<file path="config.mk">
export PLATFORM = sky130hd
export DESIGN_NAME = rop_ba_cop
export DESIGN_NICKNAME = d
export VERILOG_FILES = /design/src/logic/rop_pkg.sv /design/src/logic/rop_dec_if.sv /design/src/logic/rop_decode.sv /design/src/logic/rop_prng.sv /design/src/logic/rop_execute.sv /design/src/logic/rop_result.sv /design/src/logic/rop_ba_cop.sv
export VERILOG_INCLUDE_DIRS = /design/src /design/src/logic
export SDC_FILE = /design/constraint.sdc
export NUM_CORES = 1
export LEC_CHECK = 0
export BUFFER_PORTS_ARGS = -buffer_cell sky130_fd_sc_hd__buf_4
export CAP_MARGIN = 20
export CORE_UTILIZATION = 50
export CTS_BUF_LIST = sky130_fd_sc_hd__clkbuf_4 sky130_fd_sc_hd__clkbuf_8
export DETAILED_ROUTE_END_ITERATION = 16
export GPL_ROUTABILITY_DRIVEN = 0
export GPL_TIMING_DRIVEN = 0
export HOLD_SLACK_MARGIN = 0.05
export PLACE_DENSITY_LB_ADDON = 0.1
export SLEW_MARGIN = 20
export SYNTH_ARGS = -nofsm -noshare
export SYNTH_HDL_FRONTEND = slang
export SYNTH_SLANG_ARGS = --single-unit
</file>
<file path="constraint.sdc">
create_clock -name clk -period 10.3 [get_ports clk]
set_input_delay 0.515 -clock clk [delete_from_list [all_inputs] [get_ports clk]]
set_output_delay 0.515 -clock clk [all_outputs]
set_load 0.01 [all_outputs]
</file>
<file path="src/logic/rop_params.svh">
/*
 * ROP co-processor encoding constants
 * Major opcode, funct3 and funct7 values, writeback codes
 */

`ifndef ROP_PARAMS_SVH
`define ROP_PARAMS_SVH

// ISE major opcode space
`define ROP_ISE_OPCODE  7'b0101011

// funct3 field values
`define ROP_F3_SB_B     3'b000      // Byte store
`define ROP_F3_R        3'b001      // R-type logic group
`define ROP_F3_LB_B     3'b010      // Byte load
`define ROP_F3_LB_BK    3'b011      // Byte load, keep padding

// funct7 field values inside the R-type group
`define ROP_F7_XOR_RB   7'b0000000
`define ROP_F7_XOR_RBK  7'b0000001
`define ROP_F7_AND_RB   7'b0000010
`define ROP_F7_AND_RBK  7'b0000011
`define ROP_F7_OR_RB    7'b0000100
`define ROP_F7_OR_RBK   7'b0000101

`define ROP_AREG_BASE   5'd10       // a0 in the RISC-V ABI
`define ROP_WB_WORD     3'd4        // Destination byte code for a full word

`endif

</file>
<file path="src/logic/rop_pkg.sv">
/*
 * ROP co-processor shared types
 * Opcode enum and decoded instruction field types
 */

package rop_pkg;

    //--------------------------------------------------
    // Field widths
    //--------------------------------------------------

    localparam int OP_W       = 4;      // Opcode enum width
    localparam int REG_IDX_W  = 5;      // RISC-V register index
    localparam int BYTE_SEL_W = 3;      // Byte code, 4 means full word
    localparam int WORD_W     = 32;     // Register / memory word

    //--------------------------------------------------
    // Types
    //--------------------------------------------------

    // Decoded ISE operation
    typedef enum logic [OP_W-1:0] {
        OP_NONE,        // Not a member, or no request
        OP_SB_B,
        OP_LB_B,
        OP_LB_BK,
        OP_XOR_RB,
        OP_XOR_RBK,
        OP_AND_RB,
        OP_AND_RBK,
        OP_OR_RB,
        OP_OR_RBK
    } rop_op_e;

    typedef logic [REG_IDX_W-1:0]  reg_idx_t;   // Destination register index
    typedef logic [BYTE_SEL_W-1:0] byte_sel_t;  // Destination byte code
    typedef logic [WORD_W-1:0]     word_t;      // Data word

endpackage

</file>
<file path="src/logic/rop_dec_if.sv">
/*
 * Decoded instruction bundle
 * Carries the decode result to the execute and result stages
 */

interface rop_dec_if;

    rop_pkg::rop_op_e  op;          // Decoded operation
    logic              is_load;     // LB.B or LB.BK
    logic              is_store;    // SB.B
    logic              rand_keep;   // Keep forms, full word writeback
    rop_pkg::word_t    imm;         // Sign-extended S- or I-type offset
    rop_pkg::reg_idx_t rd_field;    // Raw rd field of the instruction

    // Decoder drives every field
    modport decode (
        output op, is_load, is_store, rand_keep, imm, rd_field
    );

    // Operand and memory side
    modport execute (
        input  op, is_load, is_store, imm
    );

    // Writeback side
    modport result (
        input  op, is_load, rand_keep, rd_field
    );

endinterface

</file>
<file path="src/logic/rop_decode.sv">
/*
 * ROP instruction decoder
 * Maps an offered instruction word onto an opcode, flags and offset
 */

`include "rop_params.svh"

module rop_decode (
    input  logic              cop_req,        // Request valid from the core
    input  rop_pkg::word_t    cop_instr_in,   // Offered instruction word
    rop_dec_if.decode         dec,            // Decoded instruction out
    output logic              cop_acc         // Member of the ISE
);

    //--------------------------------------------------
    // Instruction fields
    //--------------------------------------------------

    logic [6:0]       f_opcode;
    logic [2:0]       f_funct3;
    logic [6:0]       f_funct7;
    logic             in_ise;
    rop_pkg::rop_op_e op_dec;
    rop_pkg::word_t   s_imm;
    rop_pkg::word_t   i_imm;

    assign f_opcode = cop_instr_in[6:0];
    assign f_funct3 = cop_instr_in[14:12];
    assign f_funct7 = cop_instr_in[31:25];

    // Only live requests in our major opcode count
    assign in_ise = cop_req && (f_opcode == `ROP_ISE_OPCODE);

    //--------------------------------------------------
    // Opcode decode
    //--------------------------------------------------

    always_comb begin
        op_dec = rop_pkg::OP_NONE;
        if (in_ise) begin
            case (f_funct3)
                `ROP_F3_SB_B:  op_dec = rop_pkg::OP_SB_B;
                `ROP_F3_LB_B:  op_dec = rop_pkg::OP_LB_B;
                `ROP_F3_LB_BK: op_dec = rop_pkg::OP_LB_BK;
                `ROP_F3_R: begin
                    case (f_funct7)
                        `ROP_F7_XOR_RB:  op_dec = rop_pkg::OP_XOR_RB;
                        `ROP_F7_XOR_RBK: op_dec = rop_pkg::OP_XOR_RBK;
                        `ROP_F7_AND_RB:  op_dec = rop_pkg::OP_AND_RB;
                        `ROP_F7_AND_RBK: op_dec = rop_pkg::OP_AND_RBK;
                        `ROP_F7_OR_RB:   op_dec = rop_pkg::OP_OR_RB;
                        `ROP_F7_OR_RBK:  op_dec = rop_pkg::OP_OR_RBK;
                        default:         op_dec = rop_pkg::OP_NONE;  // Unused funct7
                    endcase
                end
                default: op_dec = rop_pkg::OP_NONE;   // Unused funct3
            endcase
        end
    end

    //--------------------------------------------------
    // Flags and immediate
    //--------------------------------------------------

    // S-type offset for the store, I-type for loads
    assign s_imm = {{20{cop_instr_in[31]}}, cop_instr_in[31:25], cop_instr_in[11:7]};
    assign i_imm = {{20{cop_instr_in[31]}}, cop_instr_in[31:20]};

    assign dec.op        = op_dec;
    assign dec.is_store  = (op_dec == rop_pkg::OP_SB_B);
    assign dec.is_load   = (op_dec == rop_pkg::OP_LB_B) || (op_dec == rop_pkg::OP_LB_BK);
    assign dec.rand_keep = (op_dec == rop_pkg::OP_LB_BK)   ||
                           (op_dec == rop_pkg::OP_XOR_RBK) ||
                           (op_dec == rop_pkg::OP_AND_RBK) ||
                           (op_dec == rop_pkg::OP_OR_RBK);
    assign dec.imm       = (op_dec == rop_pkg::OP_SB_B) ? s_imm : i_imm;
    assign dec.rd_field  = cop_instr_in[11:7];

    // Anything decoded is ours
    assign cop_acc = (op_dec != rop_pkg::OP_NONE);

endmodule

</file>
<file path="src/logic/rop_prng.sv">
/*
 * ROP padding source
 * 64-bit xorshift generator, steps once per clock
 */

module rop_prng (
    input  logic        clk,
    input  logic        rst_n,          // Sync, active low
    output logic [63:0] rng_random      // Current generator state
);

    // Any nonzero value works, zero locks the generator
    localparam logic [63:0] PRNG_SEED = 64'h9E37_79B9_7F4A_7C15;

    logic [63:0] state;
    logic [63:0] step_a;
    logic [63:0] step_b;
    logic [63:0] state_nxt;

    //--------------------------------------------------
    // Xorshift64 next state, shifts 13 / 7 / 17
    //--------------------------------------------------

    assign step_a    = state  ^ (state  << 13);
    assign step_b    = step_a ^ (step_a >> 7);
    assign state_nxt = step_b ^ (step_b << 17);

    // Free running, no enable
    always_ff @(posedge clk) begin
        if (!rst_n) begin
            state <= PRNG_SEED;
        end else begin
            state <= state_nxt;
        end
    end

    assign rng_random = state;

endmodule

</file>
<file path="src/logic/rop_execute.sv">
/*
 * ROP execute stage
 * Padded logic operations and the memory port drive
 */

module rop_execute (
    input  logic           clk,
    input  logic           rst_n,
    rop_dec_if.execute     dec,               // Decoded instruction
    input  rop_pkg::word_t cop_rs1,           // Source register 1
    input  rop_pkg::word_t cop_rs2,           // Source register 2
    output rop_pkg::word_t arith_out,         // Padded logic result
    output logic           mem_done,          // Memory operation ends this cycle

    // Memory port
    output logic           cop_mem_cen,
    output logic           cop_mem_wen,
    output logic [3:0]     cop_mem_ben,
    output rop_pkg::word_t cop_mem_wdata,
    output rop_pkg::word_t cop_mem_addr,
    input  logic           cop_mem_stall,
    input  logic           cop_mem_error,
    output logic           cop_mem_ld_error,
    output logic           cop_mem_st_error
);

    logic [63:0]    prng_out;
    rop_pkg::word_t arith_lhs;
    rop_pkg::word_t arith_rhs;
    rop_pkg::word_t mem_addr;
    logic           mem_op;

    //--------------------------------------------------
    // Random padding source
    //--------------------------------------------------

    rop_prng prng_inst (
        .clk        (clk),
        .rst_n      (rst_n),
        .rng_random (prng_out)
    );

    //--------------------------------------------------
    // Logic operations
    //--------------------------------------------------

    // Real data only in the low byte, upper bits are noise
    assign arith_lhs = {prng_out[31:8],  cop_rs1[7:0]};
    assign arith_rhs = {prng_out[55:32], cop_rs2[7:0]};  // Separate slice from lhs

    always_comb begin
        case (dec.op)
            rop_pkg::OP_XOR_RB,
            rop_pkg::OP_XOR_RBK: arith_out = arith_lhs ^ arith_rhs;
            rop_pkg::OP_AND_RB,
            rop_pkg::OP_AND_RBK: arith_out = arith_lhs & arith_rhs;
            rop_pkg::OP_OR_RB,
            rop_pkg::OP_OR_RBK:  arith_out = arith_lhs | arith_rhs;
            default:             arith_out = '0;     // Memory ops or none
        endcase
    end

    //--------------------------------------------------
    // Memory port
    //--------------------------------------------------

    assign mem_op   = dec.is_load || dec.is_store;
    assign mem_addr = cop_rs1 + dec.imm;              // Byte address

    // Held while pending, dropped on error
    assign cop_mem_cen   = mem_op && !cop_mem_error;
    assign cop_mem_wen   = dec.is_store;
    assign cop_mem_wdata = cop_rs2;
    assign cop_mem_addr  = mem_addr & 32'hFFFF_FFFC;  // Word aligned
    assign cop_mem_ben   = 4'b0001 << mem_addr[1:0];  // One lane per byte offset

    // Error split by direction
    assign cop_mem_ld_error = cop_mem_error && dec.is_load;
    assign cop_mem_st_error = cop_mem_error && dec.is_store;

    // First cycle without stall, or any error, closes the access
    assign mem_done = mem_op && (!cop_mem_stall || cop_mem_error);

endmodule

</file>
<file path="src/logic/rop_result.sv">
/*
 * ROP result stage
 * Destination register, byte code, writeback data and response
 */

`include "rop_params.svh"

module rop_result (
    rop_dec_if.result          dec,             // Decoded instruction
    input  rop_pkg::word_t     arith_out,       // From execute
    input  rop_pkg::word_t     cop_mem_rdata,   // Memory read data
    input  logic               mem_done,        // Memory access closed
    output rop_pkg::reg_idx_t  cop_rd,
    output rop_pkg::byte_sel_t cop_rd_byte,
    output rop_pkg::word_t     cop_wdata,
    output logic               cop_wen,
    output logic               cop_rsp
);

    logic              arith_op;
    rop_pkg::reg_idx_t areg_rd;

    // Any of the six logic forms
    assign arith_op = (dec.op == rop_pkg::OP_XOR_RB)  ||
                      (dec.op == rop_pkg::OP_XOR_RBK) ||
                      (dec.op == rop_pkg::OP_AND_RB)  ||
                      (dec.op == rop_pkg::OP_AND_RBK) ||
                      (dec.op == rop_pkg::OP_OR_RB)   ||
                      (dec.op == rop_pkg::OP_OR_RBK);

    //--------------------------------------------------
    // Destination mapping
    //--------------------------------------------------

    // Low three rd bits pick one of a0..a7
    assign areg_rd = `ROP_AREG_BASE + {2'b00, dec.rd_field[2:0]};

    assign cop_rd = dec.rand_keep ? areg_rd : dec.rd_field;

    // Byte forms use rd[4:3] as the lane, keep forms write everything
    assign cop_rd_byte = dec.rand_keep ? `ROP_WB_WORD : {1'b0, dec.rd_field[4:3]};

    //--------------------------------------------------
    // Writeback and response
    //--------------------------------------------------

    assign cop_wdata = dec.is_load ? cop_mem_rdata : arith_out;

    // Stores never write a register
    assign cop_wen = arith_op || (dec.is_load && mem_done);

    // Logic ops respond at once, memory ops when the port finishes
    assign cop_rsp = arith_op || mem_done;

endmodule

</file>
<file path="src/logic/rop_ba_cop.sv">
/*
 * Random operand padded, byte addressable co-processor
 * Core operands must stay stable until cop_rsp
 */

module rop_ba_cop (
    input  logic               clk,               // Core clock
    output logic               clk_req,           // Clock request
    input  logic               rst_n,             // Sync, active low

    // Core request / response
    input  logic               cop_req,
    output logic               cop_acc,
    output logic               cop_rsp,
    input  rop_pkg::word_t     cop_instr_in,
    input  rop_pkg::word_t     cop_rs1,
    input  rop_pkg::word_t     cop_rs2,

    // Writeback
    output rop_pkg::byte_sel_t cop_rd_byte,
    output rop_pkg::reg_idx_t  cop_rd,
    output rop_pkg::word_t     cop_wdata,
    output logic               cop_wen,

    output logic               cop_mem_ld_error,  // Error on a load
    output logic               cop_mem_st_error,  // Error on a store

    // Memory port
    output logic               cop_mem_cen,
    input  logic               cop_mem_stall,
    input  logic               cop_mem_error,
    output logic               cop_mem_wen,
    output logic [3:0]         cop_mem_ben,
    output rop_pkg::word_t     cop_mem_wdata,
    input  rop_pkg::word_t     cop_mem_rdata,
    output rop_pkg::word_t     cop_mem_addr
);

    rop_pkg::word_t arith_out;    // Padded logic result
    logic           mem_done;     // Memory access closes this cycle

    rop_dec_if dec_if ();

    // Only ask for a clock while a request is up
    assign clk_req = cop_req;

    //--------------------------------------------------
    // Decode
    //--------------------------------------------------

    rop_decode decode_inst (
        .cop_req      (cop_req),
        .cop_instr_in (cop_instr_in),
        .dec          (dec_if.decode),
        .cop_acc      (cop_acc)
    );

    //--------------------------------------------------
    // Execute, with the PRNG inside
    //--------------------------------------------------

    rop_execute execute_inst (
        .clk              (clk),
        .rst_n            (rst_n),
        .dec              (dec_if.execute),
        .cop_rs1          (cop_rs1),
        .cop_rs2          (cop_rs2),
        .arith_out        (arith_out),
        .mem_done         (mem_done),
        .cop_mem_cen      (cop_mem_cen),
        .cop_mem_wen      (cop_mem_wen),
        .cop_mem_ben      (cop_mem_ben),
        .cop_mem_wdata    (cop_mem_wdata),
        .cop_mem_addr     (cop_mem_addr),
        .cop_mem_stall    (cop_mem_stall),
        .cop_mem_error    (cop_mem_error),
        .cop_mem_ld_error (cop_mem_ld_error),
        .cop_mem_st_error (cop_mem_st_error)
    );

    //--------------------------------------------------
    // Writeback
    //--------------------------------------------------

    rop_result result_inst (
        .dec           (dec_if.result),
        .arith_out     (arith_out),
        .cop_mem_rdata (cop_mem_rdata),
        .mem_done      (mem_done),
        .cop_rd        (cop_rd),
        .cop_rd_byte   (cop_rd_byte),
        .cop_wdata     (cop_wdata),
        .cop_wen       (cop_wen),
        .cop_rsp       (cop_rsp)
    );

endmodule

</file>
==> impl_metrics.tcl, run 1 <==
set metrics [dict create \
    synth_seq_cells 64 \
    dp_cells 1295 \
    setup_tns_ns 0 \
    r2r_setup_slack_ns 8.62 \
    ys_types 57 \
    core_mm2 0.0140 \
    place_hpwl_um 17200 \
    wl_met2_um 10400 \
    post-route-util_pct 66.5 \
    worstPathRequired_ns 9.79 \
    async_flop_share_pct 0 \
    worstHoldStart "execute_inst.prng_inst.rng_random[5]$_SDFF_PN0_" \
    grt_pass1_vias 6163 \
    syn_to_final_growth_pct 28.3 \
    drive_gt1_share_pct 25.0 \
    die-area_mm2 0.0150 \
    antenna_found_initial 0 \
    yosys.area.top_type "dfxtp_1" \
    avgSynthCellArea_um2 8.12 \
    yosys-top-cells-area "dfxtp_1 18%, xnor2_1 17%, ha_1 17%, xor2_1 6.1%, nand2_1 5.5%" \
    synth.top_cell.area_share_pct 17.6 \
    postRouteAntennaNets 0 \
    power_leakage_nw 4.51 \
    finalHoldViolations 0 \
    r2r_start "execute_inst.prng_inst.rng_random[25]$_SDFF_PN1_" \
    num_rows 43 \
    grt_first_pass_wirelength_um 31500 \
    initial_utilization_pct 51.8 \
    status "finished, final reports clean" \
    instances_no_fill 1310 \
    n_antenna_cell 0 \
    crit_path_max_fanout 10 \
    synth_seq_area_share_pct 17.6 \
    drtIter0Drc 402 \
    path_clk_slew_ns 0.07 \
    pin_count 249 \
    synthFlopType "dfxtp_1" \
    slowest_delay_ns 0.51 \
    grt_usage_pct 27.3 \
    vdd_drop_max_uv 198 \
    routed-wl-met3_um 1050 \
    ys_warn_count 0 \
    synth_edf_count 0 \
    syn-cell-area_mm2 0.00728 \
    critPathTopFamily "simple AND/OR/NAND/NOR gates" \
    cp_cell_sequence "buf_4, and4bb_2, nand4b_4, or3_1, clkbuf_1, nand2_1, nand2_1, ha_1, fa_1, a211oi_1, nor4_1, o21ai_0, o211ai_1, nand4_1, or3b_2, buf_4" \
    syn_inst 897 \
    worst_slew_pin_slew_ns 0.743 \
    cts_root_buf "clkbuf_8" \
    cts.htree.levels 3 \
    layout_common_cells "254 x buf_4, 140 x xnor2_1, 107 x nand2_1, 96 x ha_1, 76 x inv_1" \
    clk-insertion-delay-late_ns 0.34 \
    hold_buffers 0 \
    end_kind "primary output" \
    fin_crit_sh_pct 49.1 \
    max_freq_mhz 198 \
    finalMaxSlewViolations 0 \
    criticalPathCategory "in2out" \
    highest_layer "met4" \
    port_buffers 217 \
    critPathArrivalTime_ns 4.54 \
    routed_wl_um 20900 \
    finClkSkew_ns 0.00515 \
    cts_buffers 9 \
    cts_tree "done" \
    path_buf_inv 3 \
    fin_nets 1356 \
    powerDensity_mw_per_mm2 263 \
    drc 0 \
    wl_met1_um 8980 \
    postCtsSetupRepairBufs 0 \
    via_per_inst 5.26 \
    die_w_um 123 \
    routedWlPerCell_um 16.0 \
    drv_cap 0 \
    rsz0062_at_grt "false" \
    grt_max_degree 23 \
    reg2regPathDepth 5 \
    slowest_stage "o21ai_0" \
    ctsResizeCount 0 \
    largest_reg_flops 64 \
    startpoint_type "input port" \
    pre_cts_ws_ns 5.27 \
    setup_ws_ns 5.25 \
    cts_sinks 64 \
    vias 6891 \
    hold_path.class "reg2reg" \
    min_to "execute_inst.prng_inst.rng_random[11]$_SDFF_PN1_" \
    timing.rr.end "execute_inst.prng_inst.rng_random[48]$_SDFF_PN1_" \
    die_y_um 123 \
    hold_depth 2 \
    layout_commonest_cell "buf_4" \
    relSlewSlack_pct 50.5 \
    report.final.setup_viol 0 \
    grt-ovfl-total 0 \
    cts_buffer_depth 2 \
    first_pass_iters 5 \
    min_period_ns 5.05 \
]
## area by class of cell
class	count	area, um2
buffer	64	384
fill	1271	4700
tap	180	225
clock buffer	12	165
sequential	64	1280
timing repair buffer	217	1630
clock inverter	3	40.0
inverter	77	289
multi-input combinational	693	5330
## logic make-up (layout without fill, tap and decap cells)
kind of cell	count (synthesis)	in the layout	share of synthesized area, %
flip-flops	64	64	17.6
other	1	2	0.0515
AND/OR/NAND/NOR	217	217	14.0
buffers and inverters	141	373	9.25
adder cells (fa/ha/maj)	97	97	16.8
multiplexers	37	37	5.23
AO/OA/AOI/OAI	149	149	14.1
XOR/XNOR	191	191	23.0
## worst reg2reg max path, delay by kind of cell, from the launching register on
kind,cells,cell delay [ns]
simple gates,1,0.07
flops,1,0.46
xor+xnor,4,1.01
## where the power goes
group	switching (W)	internal (W)
Sequential	0.000153	0.000375
Combinational	0.000837	0.000865
Clock	0.0000942	0.000129
Total	0.00108	0.00137
## cells in the mapped netlist (2+ instances only)
cell / count
a211oi_1: 5
a21o_1: 9
a21oi_1: 38
a31oi_1: 5
and2_1: 18
and3_1: 2
and4_1: 2
buf_2: 4
buf_4: 37
clkbuf_1: 23
dfxtp_1: 64
ha_1: 96
inv_1: 76
mux2_4: 2
mux2i_1: 35
nand2_1: 107
nand2b_1: 3
nand3_1: 8
nand3b_1: 5
nand4_1: 5
nor2_1: 39
nor2b_1: 8
nor3_1: 8
nor4_1: 2
o211a_1: 3
o211ai_1: 7
o21a_1: 6
o21ai_0: 25
o221ai_1: 32
o311ai_0: 3
o31ai_1: 3
or3_1: 3
xnor2_1: 140
xor2_1: 51
## stage by stage
step | total power (W) | instance area [um2] | hold slack, ns
finish | 0.00245 | 9340 | 0.551
floorplan | 0.00188 | 7280 | 0.511
detailed placement | 0.00222 | 9140 | 0.537
CTS | 0.00246 | 9340 | 0.555
global route | 0.00268 | 9340 | 0.589
global placement | 0.00217 | 9140 | 0.538
## how the worst max path moves through the flow
| stage | start | endpoint | slack, ns | depth (start not counted) |
|---|---|---|---|---|
| 4_1_cts | cop_instr_in[4] | cop_mem_addr[30] | 5.26 | 16 |
| 3_5_place_dp | cop_instr_in[4] | cop_mem_addr[30] | 5.27 | 16 |
| 5_1_grt | cop_instr_in[4] | cop_mem_addr[30] | 4.89 | 17 |
| 6_report | cop_instr_in[4] | cop_mem_addr[30] | 5.25 | 16 |
| 2_1_floorplan | cop_instr_in[4] | cop_mem_addr[30] | 6.12 | 14 |
| 3_3_place_gp | cop_instr_in[4] | cop_mem_addr[30] | 5.27 | 16 |
## routing by layer
metal  vias up  track usage, %
met5         -               0
met4         0            8.16
met3        28            3.44
met2       207            49.6
met1      3190            33.2
li1       3466               -
(Power assumes the default switching activity.)
==> run 2, diff against run 1 <==
--- a/config.mk
+++ b/config.mk
@@ -6,6 +6,7 @@
 export SDC_FILE = /design/constraint.sdc
 export NUM_CORES = 1
 export LEC_CHECK = 0
+export ABC_AREA = 1
 export BUFFER_PORTS_ARGS = -buffer_cell sky130_fd_sc_hd__buf_4
 export CAP_MARGIN = 20
 export CORE_UTILIZATION = 50
==> constraint.sdc (replaced) <==
create_clock -name clk -period 5.2 [get_ports clk]
set_input_delay 0.26 -clock clk [delete_from_list [all_inputs] [get_ports clk]]
set_output_delay 0.26 -clock clk [all_outputs]
set_load 0.01 [all_outputs]
==> impl_metrics.tcl, run 2 <==
set metrics [dict create \
    relSlewSlack_pct 55.0 \
    syn_to_final_growth_pct 27.2 \
    cts_buffer_depth 2 \
    syn_inst 1177 \
    vdd_drop_max_uv 472 \
    drive_gt1_share_pct 21.5 \
    pin_count 249 \
    ys_warn_count 0 \
    initial_utilization_pct 51.1 \
    drc 0 \
    drv_cap 0 \
    switchingPower_w 0.00200 \
    routedWlPerCell_um 14.3 \
    post-route-util_pct 64.9 \
    rsz0062_at_grt "false" \
    grt_first_pass_wirelength_um 35900 \
    layout_common_cells "298 x nand2_1, 256 x buf_4, 165 x inv_1, 108 x xnor2_1, 96 x ha_1" \
    synth.top_cell.area_share_pct 16.5 \
    async_flop_share_pct 0 \
    finalHoldViolations 0 \
    worstPathRequired_ns 4.94 \
    report.final.setup_viol 0 \
    yosys.area.top_type "dfxtp_1" \
    hold_path.class "in2reg" \
    die-area_mm2 0.0160 \
    yosysMostFrequentCell "nand2_1" \
    routed_wl_um 22900 \
    largest_reg_flops 64 \
    hold_buffers 0 \
    avgSynthCellArea_um2 6.59 \
    fin_nets 1636 \
    p_seq_share_pct 24.0 \
    yosys-top-cells-count "298 x nand2_1, 165 x inv_1, 108 x xnor2_1, 96 x ha_1, 89 x nor2_1" \
    setup_tns_ns 0 \
    design_area_mm2 0.00987 \
    clk-insertion-delay-late_ns 0.34 \
    power.internal_w 0.00236 \
    dpl_cell_area_mm2 0.00963 \
    synth_seq_cells 64 \
    cts.htree.levels 3 \
    worst_slew_pin_slew_ns 0.675 \
    ctsResizeCount 0 \
    die_y_um 127 \
    fillers 1480 \
    status "finished, final reports clean" \
    drtIter0Drc 426 \
    synth_seq_area_share_pct 16.5 \
    path_clk_slew_ns 0.07 \
    holdWs_ns 0.136 \
    synthFlopType "dfxtp_1" \
    crit_path_max_fanout 23 \
    postRouteAntennaNets 0 \
    finClkSkew_ns 0.00890 \
    max_freq_mhz 271 \
    min_period_ns 3.69 \
    yosys-top-cells-area "dfxtp_1 17%, ha_1 15%, nand2_1 14%, xnor2_1 12%, inv_1 8.0%" \
    postCtsSetupRepairBufs 0 \
    clkPwrFrac_pct 11.6 \
    place_hpwl_um 19000 \
    power.share.switching_pct 45.9 \
    port_buffers 217 \
    layout_commonest_cell "nand2_1" \
    finalMaxSlewViolations 0 \
    synth_edf_count 0 \
    fin_crit_sh_pct 71.0 \
    via_per_inst 5.02 \
    startpoint_type "input port" \
    n_antenna_cell 0 \
    syn-cell-area_mm2 0.00776 \
    grt_pass1_vias 7418 \
    critPathArrivalTime_ns 3.43 \
    grt_max_degree 24 \
    cts_buffers 9 \
    grt-ovfl-total 0 \
    core_mm2 0.0152 \
    power_w 0.00436 \
    powerDensity_mw_per_mm2 442 \
    criticalPathCategory "in2out" \
    cts_tree "done" \
    pwr-share-comb_pct 64.3 \
    first_pass_iters 5 \
    ys_types 41 \
    die_w_um 127 \
    cts_root_buf "clkbuf_8" \
    antenna_found_initial 0 \
    num_rows 45 \
    grt_usage_pct 28.3 \
    cts_sinks 64 \
    end_kind "primary output" \
    power_leakage_nw 5.39 \
    vias 8030 \
]
==> run 2: cell types whose count changed after synthesis, sizes merged, moves of 32 or more <==
cell	delta
inv	+94
nand2	+193
o221ai	-32
xnor2	-32
mux2i	-35
nor2	+57
nand3	+38
==> run 2: logic make-up after synthesis <==
logic type	after synthesis	synth area share, %
buffers and inverters	226	13.3
xor gates and xnor gates	142	16.0
AOI/OAI and AO/OA	147	10.6
DFF	64	16.5
other	1	0.0483
adders and majority gates	97	15.7
and+or+nand+nor	500	27.7
==> run 2: stage by stage <==
step	cells	setup slack, ns
2_1_floorplan	1178	2.32
3_3_place_gp	1583	1.62
3_5_place_dp	1583	1.57
4_1_cts	1599	1.56
5_1_grt	1599	1.15
6_report	1599	1.51
==> run 2: final cells by class <==
type                       count  area (um2)  share of cell area (%)
timing repair buffer         217        1630                    16.5
clock inverter                 2        60.1                   0.609
inverter                     170         641                    6.49
tap                          188         235                    2.38
multi-input combinational    888        5450                    55.2
buffer                        56         395                    4.01
clock buffer                  14         180                    1.83
sequential                    64        1280                    13.0
==> run 2: path summary, 6_finish.rpt <==
path                            slack, ns                                              from  depth (start not counted)                                                to
worst min register to register       0.55   execute_inst.prng_inst.rng_random[2]$_SDFF_PN1_                          2   execute_inst.prng_inst.rng_random[2]$_SDFF_PN1_
worst max register to register       3.70  execute_inst.prng_inst.rng_random[29]$_SDFF_PN1_                          4  execute_inst.prng_inst.rng_random[29]$_SDFF_PN1_
worst max-delay path                 1.51                                  cop_instr_in[31]                         23                                  cop_mem_addr[18]
worst min-delay path                 0.14                                             rst_n                          2   execute_inst.prng_inst.rng_random[4]$_SDFF_PN1_
==> run 2: critical path, cell delays in order <==
cell,delay (ns)
buf_4,0.21
nor2_1,0.15
nand3_1,0.16
nand2_1,0.12
nand3_1,0.16
nand3_1,0.13
nor2_1,0.06
buf_2,0.18
nor2_1,0.09
nor2_1,0.06
ha_1,0.20
fa_1,0.41
nand3_1,0.11
nand2_1,0.14
nand3_1,0.10
nand2_1,0.12
nand2_1,0.09
o211ai_1,0.18
nand2_1,0.13
nand2_1,0.06
nand2_1,0.06
nand2_1,0.07
buf_4,0.15
==> run 2: power by group through the flow <==
stage | logic, W | registers (W) | clock network, W
6_report | 0.00281 | 0.00105 | 0.000508
5_1_grt | 0.00316 | 0.00108 | 0.000532
4_1_cts | 0.00280 | 0.00105 | 0.000515
3_5_place_dp | 0.00276 | 0.00106 | 0
3_3_place_gp | 0.00268 | 0.00105 | 0
2_1_floorplan | 0.00222 | 0.000950 | 0
==> run 2: routing by layer <==
layer / part of all wire, % / track usage (%)
met1: 43 / 33.2
met2: 50 / 52.8
met3: 4.4 / 2.78
met4: 2.6 / 10.3
met5: 0 / 0
